==> config.mk <==
export PLATFORM = sky130hd
export DESIGN_NAME = ac97_subsys
export DESIGN_NICKNAME = d
export VERILOG_FILES = /design/src/rtl/ac97_pkg.sv /design/src/rtl/ac97_ctlif.sv /design/src/rtl/ac97_dma_reader.sv /design/src/rtl/ac97_dma_writer.sv /design/src/rtl/ac97_mem_arbiter.sv /design/src/rtl/ac97_subsys.sv
export SDC_FILE = /design/constraint.sdc
export NUM_CORES = 1
export LEC_CHECK = 0
export BUFFER_PORTS_ARGS = -buffer_cell sky130_fd_sc_hd__buf_4
export CAP_MARGIN = 0
export CORE_UTILIZATION = 39
export DETAILED_ROUTE_END_ITERATION = 10
export GPL_TIMING_DRIVEN = 0
export PLACE_DENSITY_LB_ADDON = 0.2
export SLEW_MARGIN = 0
export SYNTH_ARGS = -nofsm -noshare
export SYNTH_HDL_FRONTEND = slang
export SYNTH_HIERARCHICAL = 1
export SYNTH_SLANG_ARGS = --single-unit
==> constraint.sdc <==
create_clock -name sys_clk -period 13.95 [get_ports sys_clk]
set_clock_uncertainty 0.15 [all_clocks]
set_input_delay 0 -clock sys_clk [delete_from_list [all_inputs] [get_ports sys_clk]]
set_output_delay 0 -clock sys_clk [all_outputs]
set_load 0.1 [all_outputs]
==> src/rtl/ac97_pkg.sv <==
//////////////////////////////////////////////////
// Types and widths shared by the AC'97 register and DMA blocks.
// Slots are 20 bits and PCM samples are 16 bits, left aligned in the slot.
// Memory addresses are 30-bit word addresses.
//////////////////////////////////////////////////

package ac97_pkg;

	localparam int slot_w = 20;   // width of one AC-link slot.
	localparam int sample_w = 16; // PCM samples sit in the top bits of a slot.

	// one CSR bus cycle.
	typedef struct packed {
		logic [13:0] addr;
		logic        we;
		logic [31:0] data;
	} csr_req_t;

	// register offsets inside the CSR page.
	typedef enum logic [3:0] {
		csr_ctrl      = 4'd0,
		csr_cr_addr   = 4'd1,
		csr_cr_wdata  = 4'd2,
		csr_cr_reply  = 4'd3,  // read only.
		csr_rd_en     = 4'd4,
		csr_rd_addr   = 4'd5,
		csr_rd_remain = 4'd6,
		csr_wr_en     = 4'd8,
		csr_wr_addr   = 4'd9,
		csr_wr_remain = 4'd10
	} csr_reg_e;

	// outgoing frame content.
	typedef struct packed {
		logic              addr_valid;
		logic [slot_w-1:0] addr;
		logic              data_valid;
		logic [slot_w-1:0] data;
		logic              left_valid;
		logic [slot_w-1:0] left;
		logic              right_valid;
		logic [slot_w-1:0] right;
	} link_down_t;

	// incoming frame content, qualified by the frame valid bit.
	typedef struct packed {
		logic              frame_valid;
		logic              addr_valid;
		logic [slot_w-1:0] addr;
		logic              data_valid;
		logic [slot_w-1:0] data;
		logic              left_valid;
		logic [slot_w-1:0] left;
		logic              right_valid;
		logic [slot_w-1:0] right;
	} link_up_t;

	// channel state from the register file to a DMA block.
	typedef struct packed {
		logic        active;
		logic [29:0] addr;
	} dma_ctl_t;

	typedef struct packed {
		logic        rd;
		logic        wr;
		logic [29:0] addr;
		logic [31:0] wdata;
	} mem_req_t;

	// all four are single-cycle pulses.
	typedef struct packed {
		logic crrequest;
		logic crreply;
		logic dmar;
		logic dmaw;
	} irq_t;

	typedef enum logic {
		grant_reader = 1'b0,
		grant_writer = 1'b1
	} grant_e;

	typedef enum logic [1:0] {
		empty    = 2'd0,
		fetching = 2'd1,
		full     = 2'd2
	} fill_e;

endpackage

==> src/rtl/ac97_ctlif.sv <==
//////////////////////////////////////////////////
// CSR register file of the AC'97 controller.
// Read data is registered, so it shows one cycle after the address.
// Addresses and counts are in bytes on the bus and in words inside.
// Remaining counts are 16 bits wide (bus bits 17 to 2).
//////////////////////////////////////////////////

`timescale 1ns/1ns

module ac97_ctlif import ac97_pkg::*; #(
	parameter logic [3:0] csr_addr = 4'h0
) (
	input  logic        sys_clk,
	input  logic        sys_rst,

	input  csr_req_t    csr,
	output logic [31:0] csr_do,

	output irq_t        irq,

	input  logic        down_en,
	input  logic        down_next_frame,
	output link_down_t  down_cmd,

	input  logic        up_en,
	input  logic        up_next_frame,
	input  link_up_t    up,

	output dma_ctl_t    dmar,
	input  logic        dmar_next,
	output dma_ctl_t    dmaw,
	input  logic        dmaw_next
);

	localparam int rem_w = 16;

	logic              request_en;
	logic              request_write;
	logic [6:0]        request_addr;
	logic [15:0]       request_data;
	logic [15:0]       reply_data;

	logic              down_addr_valid;
	logic [slot_w-1:0] down_addr;
	logic              down_data_valid;
	logic [slot_w-1:0] down_data;

	logic              dmar_en;
	logic [29:0]       dmar_addr;
	logic [rem_w-1:0]  dmar_remaining;
	logic              dmaw_en;
	logic [29:0]       dmaw_addr;
	logic [rem_w-1:0]  dmaw_remaining;

	logic              dmar_finished;
	logic              dmar_finished_r;
	logic              dmaw_finished;
	logic              dmaw_finished_r;

	logic              csr_selected;
	csr_reg_e          offset;

	assign csr_selected = (csr.addr[13:10] == csr_addr);
	assign offset = csr_reg_e'(csr.addr[3:0]);

	//////////////////////////////////////////////////
	// channel status.
	//////////////////////////////////////////////////

	assign dmar_finished = (dmar_remaining == '0);
	assign dmaw_finished = (dmaw_remaining == '0);

	assign dmar = '{active: dmar_en & ~dmar_finished, addr: dmar_addr};
	assign dmaw = '{active: dmaw_en & ~dmaw_finished, addr: dmaw_addr};

	// reset leaves both counts at zero, so the copies start set and no edge is seen.
	always_ff @(posedge sys_clk) begin
		if (sys_rst) begin
			dmar_finished_r <= 1'b1;
			dmaw_finished_r <= 1'b1;
		end else begin
			dmar_finished_r <= dmar_finished;
			dmaw_finished_r <= dmaw_finished;
		end
	end

	assign down_cmd = '{
		addr_valid:  down_addr_valid,
		addr:        down_addr,
		data_valid:  down_data_valid,
		data:        down_data,
		left_valid:  1'b0,
		left:        '0,
		right_valid: 1'b0,
		right:       '0
	};

	// address and data slots only matter while their valid bits are set.
	always_ff @(posedge sys_clk) begin
		if (down_en & down_next_frame) begin
			down_addr <= {~request_write, request_addr, 12'd0}; // bit 19 marks a read.
			down_data <= {request_data, {(slot_w-sample_w){1'b0}}};
		end
	end

	//////////////////////////////////////////////////
	// codec request, reply and DMA registers.
	//////////////////////////////////////////////////

	always_ff @(posedge sys_clk) begin
		if (sys_rst) begin
			csr_do <= 32'd0;
			irq <= '0;
			request_en <= 1'b0;
			request_write <= 1'b0;
			request_addr <= 7'd0;
			request_data <= 16'd0;
			reply_data <= 16'd0;
			down_addr_valid <= 1'b0;
			down_data_valid <= 1'b0;
			dmar_en <= 1'b0;
			dmar_addr <= 30'd0;
			dmar_remaining <= '0;
			dmaw_en <= 1'b0;
			dmaw_addr <= 30'd0;
			dmaw_remaining <= '0;
		end else begin
			irq <= '0;

			// the pending request goes out on the next frame and then clears.
			if (down_en & down_next_frame) begin
				down_addr_valid <= request_en;
				down_data_valid <= request_en & request_write;
				request_en <= 1'b0;
				irq.crrequest <= request_en;
			end

			if (up_en & up_next_frame & up.frame_valid & up.addr_valid & up.data_valid) begin
				reply_data <= up.data[slot_w-1:slot_w-sample_w];
				irq.crreply <= 1'b1;
			end

			if (dmar_next) begin
				dmar_addr <= dmar_addr + 30'd1;
				dmar_remaining <= dmar_remaining - rem_w'(1);
			end
			if (dmaw_next) begin
				dmaw_addr <= dmaw_addr + 30'd1;
				dmaw_remaining <= dmaw_remaining - rem_w'(1);
			end

			irq.dmar <= dmar_finished & ~dmar_finished_r;
			irq.dmaw <= dmaw_finished & ~dmaw_finished_r;

			// a CSR write overrides a DMA advance in the same cycle.
			if (csr_selected & csr.we) begin
				case (offset)
					csr_ctrl: begin
						request_en <= csr.data[0];
						request_write <= csr.data[1];
					end
					csr_cr_addr:   request_addr <= csr.data[6:0];
					csr_cr_wdata:  request_data <= csr.data[15:0];
					csr_rd_en:     dmar_en <= csr.data[0];
					csr_rd_addr:   dmar_addr <= csr.data[31:2];
					csr_rd_remain: dmar_remaining <= csr.data[rem_w+1:2];
					csr_wr_en:     dmaw_en <= csr.data[0];
					csr_wr_addr:   dmaw_addr <= csr.data[31:2];
					csr_wr_remain: dmaw_remaining <= csr.data[rem_w+1:2];
					default: ; // the reply register ignores writes.
				endcase
			end

			csr_do <= 32'd0;
			if (csr_selected) begin
				case (offset)
					csr_ctrl:      csr_do <= {30'd0, request_write, request_en};
					csr_cr_addr:   csr_do <= {25'd0, request_addr};
					csr_cr_wdata:  csr_do <= {16'd0, request_data};
					csr_cr_reply:  csr_do <= {16'd0, reply_data};
					csr_rd_en:     csr_do <= {31'd0, dmar_en};
					csr_rd_addr:   csr_do <= {dmar_addr, 2'b00};
					csr_rd_remain: csr_do <= {{(30-rem_w){1'b0}}, dmar_remaining, 2'b00};
					csr_wr_en:     csr_do <= {31'd0, dmaw_en};
					csr_wr_addr:   csr_do <= {dmaw_addr, 2'b00};
					csr_wr_remain: csr_do <= {{(30-rem_w){1'b0}}, dmaw_remaining, 2'b00};
					default:       csr_do <= 32'd0;
				endcase
			end
		end
	end

endmodule

==> src/rtl/ac97_dma_reader.sv <==
//////////////////////////////////////////////////
// Playback DMA: one word buffer between memory and the downstream frames.
// Memory read data must be valid one cycle after the grant.
// A frame that finds the buffer empty sends invalid PCM slots.
//////////////////////////////////////////////////

`timescale 1ns/1ns

module ac97_dma_reader import ac97_pkg::*; (
	input  logic        sys_clk,
	input  logic        sys_rst,

	input  dma_ctl_t    ctl,
	output mem_req_t    req,
	input  logic        grant,
	input  logic [31:0] mem_rdata,

	input  logic        down_en,
	input  logic        down_next_frame,
	output link_down_t  pcm
);

	fill_e             state;
	logic [31:0]       word_buf;
	logic              frame;
	logic              pcm_valid;
	logic [slot_w-1:0] left_slot;
	logic [slot_w-1:0] right_slot;

	assign frame = down_en & down_next_frame;

	// the request holds until the arbiter grants it.
	assign req = '{rd: ctl.active & (state == empty), wr: 1'b0, addr: ctl.addr, wdata: '0};

	always_ff @(posedge sys_clk) begin
		if (sys_rst) begin
			state <= empty;
		end else begin
			case (state)
				empty:    if (grant) state <= fetching;
				fetching: state <= full;     // data is on mem_rdata now.
				full:     if (frame) state <= empty;
				default:  state <= empty;
			endcase
		end
	end

	always_ff @(posedge sys_clk) begin
		if (state == fetching)
			word_buf <= mem_rdata;
	end

	// Left sample is the upper half of the word.
	always_ff @(posedge sys_clk) begin
		if (sys_rst) begin
			pcm_valid <= 1'b0;
		end else if (frame) begin
			pcm_valid <= (state == full); // anything else is an underrun.
		end
	end

	always_ff @(posedge sys_clk) begin
		if (frame) begin
			left_slot <= {word_buf[31:16], {(slot_w-sample_w){1'b0}}};
			right_slot <= {word_buf[15:0], {(slot_w-sample_w){1'b0}}};
		end
	end

	assign pcm = '{
		addr_valid:  1'b0,
		addr:        '0,
		data_valid:  1'b0,
		data:        '0,
		left_valid:  pcm_valid,
		left:        left_slot,
		right_valid: pcm_valid,
		right:       right_slot
	};

endmodule

==> src/rtl/ac97_dma_writer.sv <==
//////////////////////////////////////////////////
// Capture DMA: packs one stereo frame into one memory word.
// Only one write can be pending; frames that arrive meanwhile are lost.
//////////////////////////////////////////////////

`timescale 1ns/1ns

module ac97_dma_writer import ac97_pkg::*; (
	input  logic     sys_clk,
	input  logic     sys_rst,

	input  dma_ctl_t ctl,
	output mem_req_t req,
	input  logic     grant,

	input  logic     up_en,
	input  logic     up_next_frame,
	input  link_up_t up
);

	logic        pending;
	logic [31:0] word;
	logic        take;

	// a frame counts only with both PCM slots valid and room for the word.
	assign take = up_en & up_next_frame & up.frame_valid & up.left_valid &
		up.right_valid & ctl.active & ~pending;

	always_ff @(posedge sys_clk) begin
		if (sys_rst) begin
			pending <= 1'b0;
		end else if (take) begin
			pending <= 1'b1;
		end else if (grant) begin
			pending <= 1'b0;
		end
	end

	always_ff @(posedge sys_clk) begin
		if (take)
			word <= {up.left[slot_w-1:slot_w-sample_w], up.right[slot_w-1:slot_w-sample_w]};
	end

	// The address comes from the channel and only moves on a grant.
	assign req = '{rd: 1'b0, wr: pending, addr: ctl.addr, wdata: word};

endmodule

==> src/rtl/ac97_mem_arbiter.sv <==
//////////////////////////////////////////////////
// Single memory port shared by playback and capture DMA.
// Strobes are registered; the grant pulses with the strobe.
// A write request beats a read request in the same cycle.
//////////////////////////////////////////////////

`timescale 1ns/1ns

module ac97_mem_arbiter import ac97_pkg::*; (
	input  logic     sys_clk,
	input  logic     sys_rst,

	input  mem_req_t rd_req,
	output logic     rd_grant,
	input  mem_req_t wr_req,
	output logic     wr_grant,

	output mem_req_t mem
);

	grant_e      sel;
	logic        strobe;
	logic [29:0] addr_q;
	logic [31:0] wdata_q;
	logic        rd_ok;
	logic        wr_ok;

	// A requester still shows its request while its grant is out, so skip it then.
	assign wr_ok = wr_req.wr & ~wr_grant;
	assign rd_ok = rd_req.rd & ~rd_grant;

	always_ff @(posedge sys_clk) begin
		if (sys_rst) begin
			strobe <= 1'b0;
			sel <= grant_reader;
		end else begin
			strobe <= wr_ok | rd_ok;
			if (wr_ok)
				sel <= grant_writer;
			else if (rd_ok)
				sel <= grant_reader;
		end
	end

	always_ff @(posedge sys_clk) begin
		if (wr_ok) begin
			addr_q <= wr_req.addr;
			wdata_q <= wr_req.wdata;
		end else if (rd_ok) begin
			addr_q <= rd_req.addr;
			wdata_q <= rd_req.wdata;
		end
	end

	assign mem = '{
		rd:    strobe & (sel == grant_reader),
		wr:    strobe & (sel == grant_writer),
		addr:  addr_q,
		wdata: wdata_q
	};

	assign rd_grant = mem.rd;
	assign wr_grant = mem.wr;

endmodule

==> src/rtl/ac97_subsys.sv <==
//////////////////////////////////////////////////
// AC'97 controller, register and DMA side.
// The AC-link transceiver is external and supplies the frame strobes.
// Memory must answer reads one cycle after the strobe.
//////////////////////////////////////////////////

`timescale 1ns/1ns

module ac97_subsys import ac97_pkg::*; #(
	parameter logic [3:0] csr_addr = 4'h0
) (
	input  logic        sys_clk,
	input  logic        sys_rst,

	input  csr_req_t    csr,
	output logic [31:0] csr_do,
	output irq_t        irq,

	input  logic        down_en,
	input  logic        down_next_frame,
	output link_down_t  down,

	input  logic        up_en,
	input  logic        up_next_frame,
	input  link_up_t    up,

	output mem_req_t    mem,
	input  logic [31:0] mem_rdata
);

	link_down_t down_cmd;
	link_down_t down_pcm;
	dma_ctl_t   dmar;
	dma_ctl_t   dmaw;
	mem_req_t   rd_req;
	mem_req_t   wr_req;
	logic       rd_grant;
	logic       wr_grant;

	ac97_ctlif #(
		.csr_addr(csr_addr)
	) ctlif (
		.sys_clk(sys_clk),
		.sys_rst(sys_rst),
		.csr(csr),
		.csr_do(csr_do),
		.irq(irq),
		.down_en(down_en),
		.down_next_frame(down_next_frame),
		.down_cmd(down_cmd),
		.up_en(up_en),
		.up_next_frame(up_next_frame),
		.up(up),
		.dmar(dmar),
		.dmar_next(rd_grant),   // each grant moves the channel on by one word.
		.dmaw(dmaw),
		.dmaw_next(wr_grant)
	);

	ac97_dma_reader reader (
		.sys_clk(sys_clk),
		.sys_rst(sys_rst),
		.ctl(dmar),
		.req(rd_req),
		.grant(rd_grant),
		.mem_rdata(mem_rdata),
		.down_en(down_en),
		.down_next_frame(down_next_frame),
		.pcm(down_pcm)
	);

	ac97_dma_writer writer (
		.sys_clk(sys_clk),
		.sys_rst(sys_rst),
		.ctl(dmaw),
		.req(wr_req),
		.grant(wr_grant),
		.up_en(up_en),
		.up_next_frame(up_next_frame),
		.up(up)
	);

	ac97_mem_arbiter arbiter (
		.sys_clk(sys_clk),
		.sys_rst(sys_rst),
		.rd_req(rd_req),
		.rd_grant(rd_grant),
		.wr_req(wr_req),
		.wr_grant(wr_grant),
		.mem(mem)
	);

	// Command slots come from the register file, PCM slots from the reader.
	assign down = '{
		addr_valid:  down_cmd.addr_valid,
		addr:        down_cmd.addr,
		data_valid:  down_cmd.data_valid,
		data:        down_cmd.data,
		left_valid:  down_pcm.left_valid,
		left:        down_pcm.left,
		right_valid: down_pcm.right_valid,
		right:       down_pcm.right
	};

endmodule

# --- Word level (Yosys, flattened, before mapping) ---
# Cells that the tools add are included.
word_totals:
  register_bits: 363
  wordCells: 125
  output_inout_bits: 184
classes:
  n_addsub: 4
  bitwise: 32
  n_eq_ne: 13
  mux: 28
  reduce_logical: 15
ops:
  columns: ["operator", "count"]
  rows:
  - ["one-hot mux 32 bit (10 select lines)", 1]
  - ["two-way mux 30 bit", 8]
  - ["two-way mux 16 bit", 6]
  - ["two-way mux 32 bit", 2]
  - ["adder 30 x 1 -> 30 bit (second input constant)", 2]
  - ["zero test 16 bit", 2]
  - ["subtractor 16 x 1 -> 16 bit (second input constant)", 2]
  - ["AND 1 bit", 20]
  - ["== test 4 x 3 -> 1 bit (second input constant)", 3]
  - ["== test 4 bit (second input constant)", 3]
  - ["AND reduction 2 bit", 6]
  - ["inverter 1 bit", 11]
  - ["== test 4 x 2 -> 1 bit (second input constant)", 2]
  - ["zero test 4 bit", 2]
  - ["two-way mux 1 bit", 8]
  - ["one-hot mux 2 bit (3 select lines)", 1]
  - ["== test 4 x 1 -> 1 bit (second input constant)", 1]
  - ["two-way mux 2 bit", 2]
  - ["!= test 2 x 1 -> 1 bit (second input constant)", 2]
  - ["nonzero test 2 bit", 2]
  - ["OR reduction 2 bit", 2]
  - ["== test 2 x 1 -> 1 bit (second input constant)", 1]
  - ["== test 2 bit (second input constant)", 1]
  - ["zero test 2 bit", 1]
  - ["OR 1 bit", 1]

# --- Logic depth before layout (Yosys ltp) ---
logic_depth:
  depth_word: 7
  ltp_mapped: 9
  depth_no_buf: 9

# --- Modules after synthesis ---
# The synthesis kept the hierarchy.
by_module_without_submodules:
  columns: ["mod", "cells_per_inst", "seq_area_each_um2", "area_per_inst_um2", "instances"]
  rows:
  - ["ac97_ctlif", 1072, 4224.1, 9561.7, 1]
  - ["ac97_mem_arbiter", 144, 1901.8, 2992.9, 1]
  - ["ac97_dma_reader", 193, 1981.9, 2930.3, 1]
  - ["ac97_dma_writer", 72, 980.9, 1276.2, 1]

# --- Least setup slack after synthesis ---
# No wires, ideal clock.
synth_timing:
  kind: "register to register"
  from: "register ctlif.dmar_remaining[0]"
  to: "register arbiter.addr_q[0], enable pin"
  slack_ns: 8.639
  t_required_ns: 13.281
  period_less_slack_ns: 5.311
  arrival_time_ns: 4.641
  setup_ns: 0.519
  path_buffers: 0
  stages_incl_launch_ff: 10
  cell_sequence: "dfxtp_1 -> inv_1 -> ha_1 -> nor3b_1 -> and3b_1 -> nor2b_1 -> nor3b_1 -> inv_1 -> o21ba_2 -> a31oi_1"
synth_rtl:
  columns: ["item", "line_no", "rtl"]
  rows:
  - ["from (decl)", "ac97_ctlif.sv:50", "logic [rem_w-1:0] dmar_remaining;"]
  - ["from (signal assigned)", "ac97_ctlif.sv:145", "dmar_remaining <= dmar_remaining - rem_w'(1);"]
  - ["from (signal assigned)", "ac97_ctlif.sv:166", "csr_rd_remain: dmar_remaining <= csr.data[rem_w+1:2];"]
  - ["to (signal assigned)", "ac97_mem_arbiter.sv:47", "addr_q <= wr_req.addr;"]
  - ["to (signal assigned)", "ac97_mem_arbiter.sv:50", "addr_q <= rd_req.addr;"]
  - ["to (decl)", "ac97_mem_arbiter.sv:23", "logic [29:0] addr_q;"]

==> run_results.csv <==
group,metric,value,unit
cells_and_area,diodes,0,
global_route,track_usage,22.7,%
sta,rsz0062_at_grt,"no",
placement,place_congestion,0.903,
clocking,clk_path_buf_depth,3,
power_and_ir_drop,sequentialPowerShare,48.2,%
power_and_ir_drop,pwr-share-comb,8.4,%
synth,synthCells,1394,
sta,min_period,3.51,ns
clocking,cts_inserted_buffers,41,
clocking,clock_latency,0.56,ns
global_route,grt_pass1_vias,12100,
detailed_routing,ant_nets,0,
placement,port_buffers,291,
die,fp.dieW,205,µm
cells_and_area,final_area,22100,µm²
outcome,status,"finished clean",
cells_and_area,post-route-util,54.1,%
worst_setup_path,worstSetupStartpointType,"register",
detailed_routing,dr.first_iter.drc_count,883,
synth,synthesis.area,16100,µm²
detailed_routing,drcViolationCount,0,
worst_setup_path,crit_type,"reg -> reg",
clocking,clkTransAtPathRegs,0.06,ns
detailed_routing,first_pass_iters,5,
die,start_util,39.5,%
power_and_ir_drop,powerDensity,106,nW/µm²
synth,postSynthAreaPerCell,11.6,µm²
sta,hold_viol,0,
detailed_routing,vias,12600,
power_and_ir_drop,p_int,1.79,mW
clocking,cts_tree,"done",
sta,slew_headroom,18.4,%
worst_setup_path,crit_arrival,3.62,ns
worst_hold_path,holdPathStages,2,
global_route,grt_pass1_wl,71800,µm
cells_and_area,nets,2115,
sta,fin_crit_sh,25.1,%
power_and_ir_drop,p_leak,8.64,nW
worst_setup_path,rrSetupSlack,10.44,ns
clocking,cts_resized,0,
worst_setup_path,ff2ff_path_depth,11,
power_and_ir_drop,peakVddDrop,0.0604,mV
worst_hold_path,hold_end,"writer/word[1]",
detailed_routing,wire_per_inst,19.3,µm
die,num_rows,74,
global_route,antenna_found_initial,0,
worst_hold_path,hold_path_startpoint,"up[5]",
die,die_h,205,µm
sta,tightest_slew,1.22,ns
sta,tns,0,ns
detailed_routing,wl,48200,µm
worst_setup_path,r2r-start,"ctlif/dmaw_remaining[0]",
placement,dpl_cell_area,19300,µm²
die,core_area,40800,µm²
global_route,grt_overflow,0,
placement,dp_hpwl,35200,µm
job,maxCapViolCount,0,
power_and_ir_drop,power_frac_clock,43.4,%
sta,slew_viol_final,0,
cells_and_area,drive_above_1_share,30.1,%
power_and_ir_drop,p_sw_share,23.4,%
worst_hold_path,min_path_type,"in -> reg",
die,boundaryPins,354,
cells_and_area,synthToLayoutAreaGrowth,37.0,%
worst_setup_path,crit_fanout,12,
sta,fmax,285,MHz
worst_setup_path,reg2reg_to,"writer/word[16]",
die,die-area,42100,µm²
global_route,grt_max_degree,34,
sta,final-setup-viol-count,0,
worst_setup_path,endpoint_kind,"register",
worst_setup_path,required,14.06,ns
detailed_routing,avgViaCountPerCell,5.03,
clocking,clk_root_buffer_cell,"clkbuf_16",
power_and_ir_drop,p_sw,0.546,mW
synth,yosysWarnings,6,
clocking,htree_num_levels,2,
clocking,post_cts_buffers,0,
clocking,cts.sinks,363,
[sequential cells by signal, summed over array words and instances, names as in the netlist, 30 cells and up]
signal,cells
arbiter/wdata_q,32
ctlif/csr_do,32
reader/word_buf,32
writer/word,32
arbiter/addr_q,30
ctlif/dmar_addr,30
ctlif/dmaw_addr,30
[how the worst max path moves through the flow]
stage                                 start             endpoint  slack (ns)
floorplan           ctlif/dmar_remaining[0]    arbiter/addr_q[0]        8.64
global placement    ctlif/dmar_remaining[0]   arbiter/addr_q[10]        6.35
detailed placement  ctlif/dmar_remaining[0]  arbiter/wdata_q[11]       10.56
CTS                 ctlif/dmaw_remaining[0]      writer/word[10]       10.50
global route        ctlif/dmaw_remaining[0]      writer/word[19]       10.31
finish              ctlif/dmaw_remaining[0]      writer/word[16]       10.44
[critical path, cell delays in order, from the launching register on]
cell	delay, ns
dfxtp_1	0.41
inv_1	0.07
ha_1	0.26
nor4bb_1	0.16
nand3_1	0.25
and2_1	0.26
nand4_1	0.23
nor3_2	0.21
dlygate4sd3_1	0.69
buf_6	0.19
buf_6	0.18
buf_6	0.16
[routing by layer]
layer	vias up	track usage, %	wire length (µm)
met5	-	0	0
met1	6095	29.0	20500
met4	0	8.62	1670
met2	463	38.0	23400
met3	95	4.09	2700
li1	5940	-	-
[layout by cell type, fill, tap and decap left out, drive strengths merged, types with 11 or more instances in the layout]
| cell type | instances |
|---|---|
| edfxtp | 182 |
| a22oi | 29 |
| dfxtp | 181 |
| nor3 | 16 |
| nor2b | 13 |
| nand2 | 114 |
| and3 | 12 |
| inv | 14 |
| clkbuf | 100 |
| mux2 | 64 |
| xor2 | 42 |
| conb | 56 |
| a211oi | 85 |
| mux2i | 26 |
| nand4 | 26 |
| nor4 | 17 |
| xnor2 | 41 |
| clkinv | 17 |
| nor2 | 156 |
| buf | 446 |
| a21oi | 53 |
| nand3 | 32 |
| dlygate4sd3 | 153 |
| and2 | 11 |
[layout make-up]
class / count / area (µm²)
inverters: 14 / 52.6
well taps: 532 / 666
clock buffers: 53 / 1130
clock inverters: 19 / 113
repair buffers: 450 / 3830
flip-flops and latches: 363 / 9090
multi-input cells: 875 / 5900
plain buffers: 196 / 1290
fillers: 3646 / 18800
[stage by stage]
step	hold slack, ns	setup WS [ns]	instances	total power [mW]
final	0.0331	10.44	2502	2.33
after global routing	0.00340	10.31	2502	2.41
after CTS	0.000224	10.50	2502	2.36
after detailed placement	0.0295	10.56	2277	1.31
after global placement	0.0287	6.35	2271	1.31
after floorplan	-0.0776	8.64	1448	1.25
[power by group through the flow]
stage	Combinational [mW]	Clock [mW]	Sequential, mW
6_report	0.196	1.01	1.13
3_5_place_dp	0.161	0	1.15
3_3_place_gp	0.160	0	1.15
5_1_grt	0.204	1.08	1.13
4_1_cts	0.194	1.04	1.13
2_1_floorplan	0.0685	0	1.18
[timing repair]
item / CTS / global route
endpoints found under the hold margin: 227 / 0
hold buffers: 153 / 0
endpoints found under the setup margin: 0 / 0
Power figures use the tool's default switching activity.
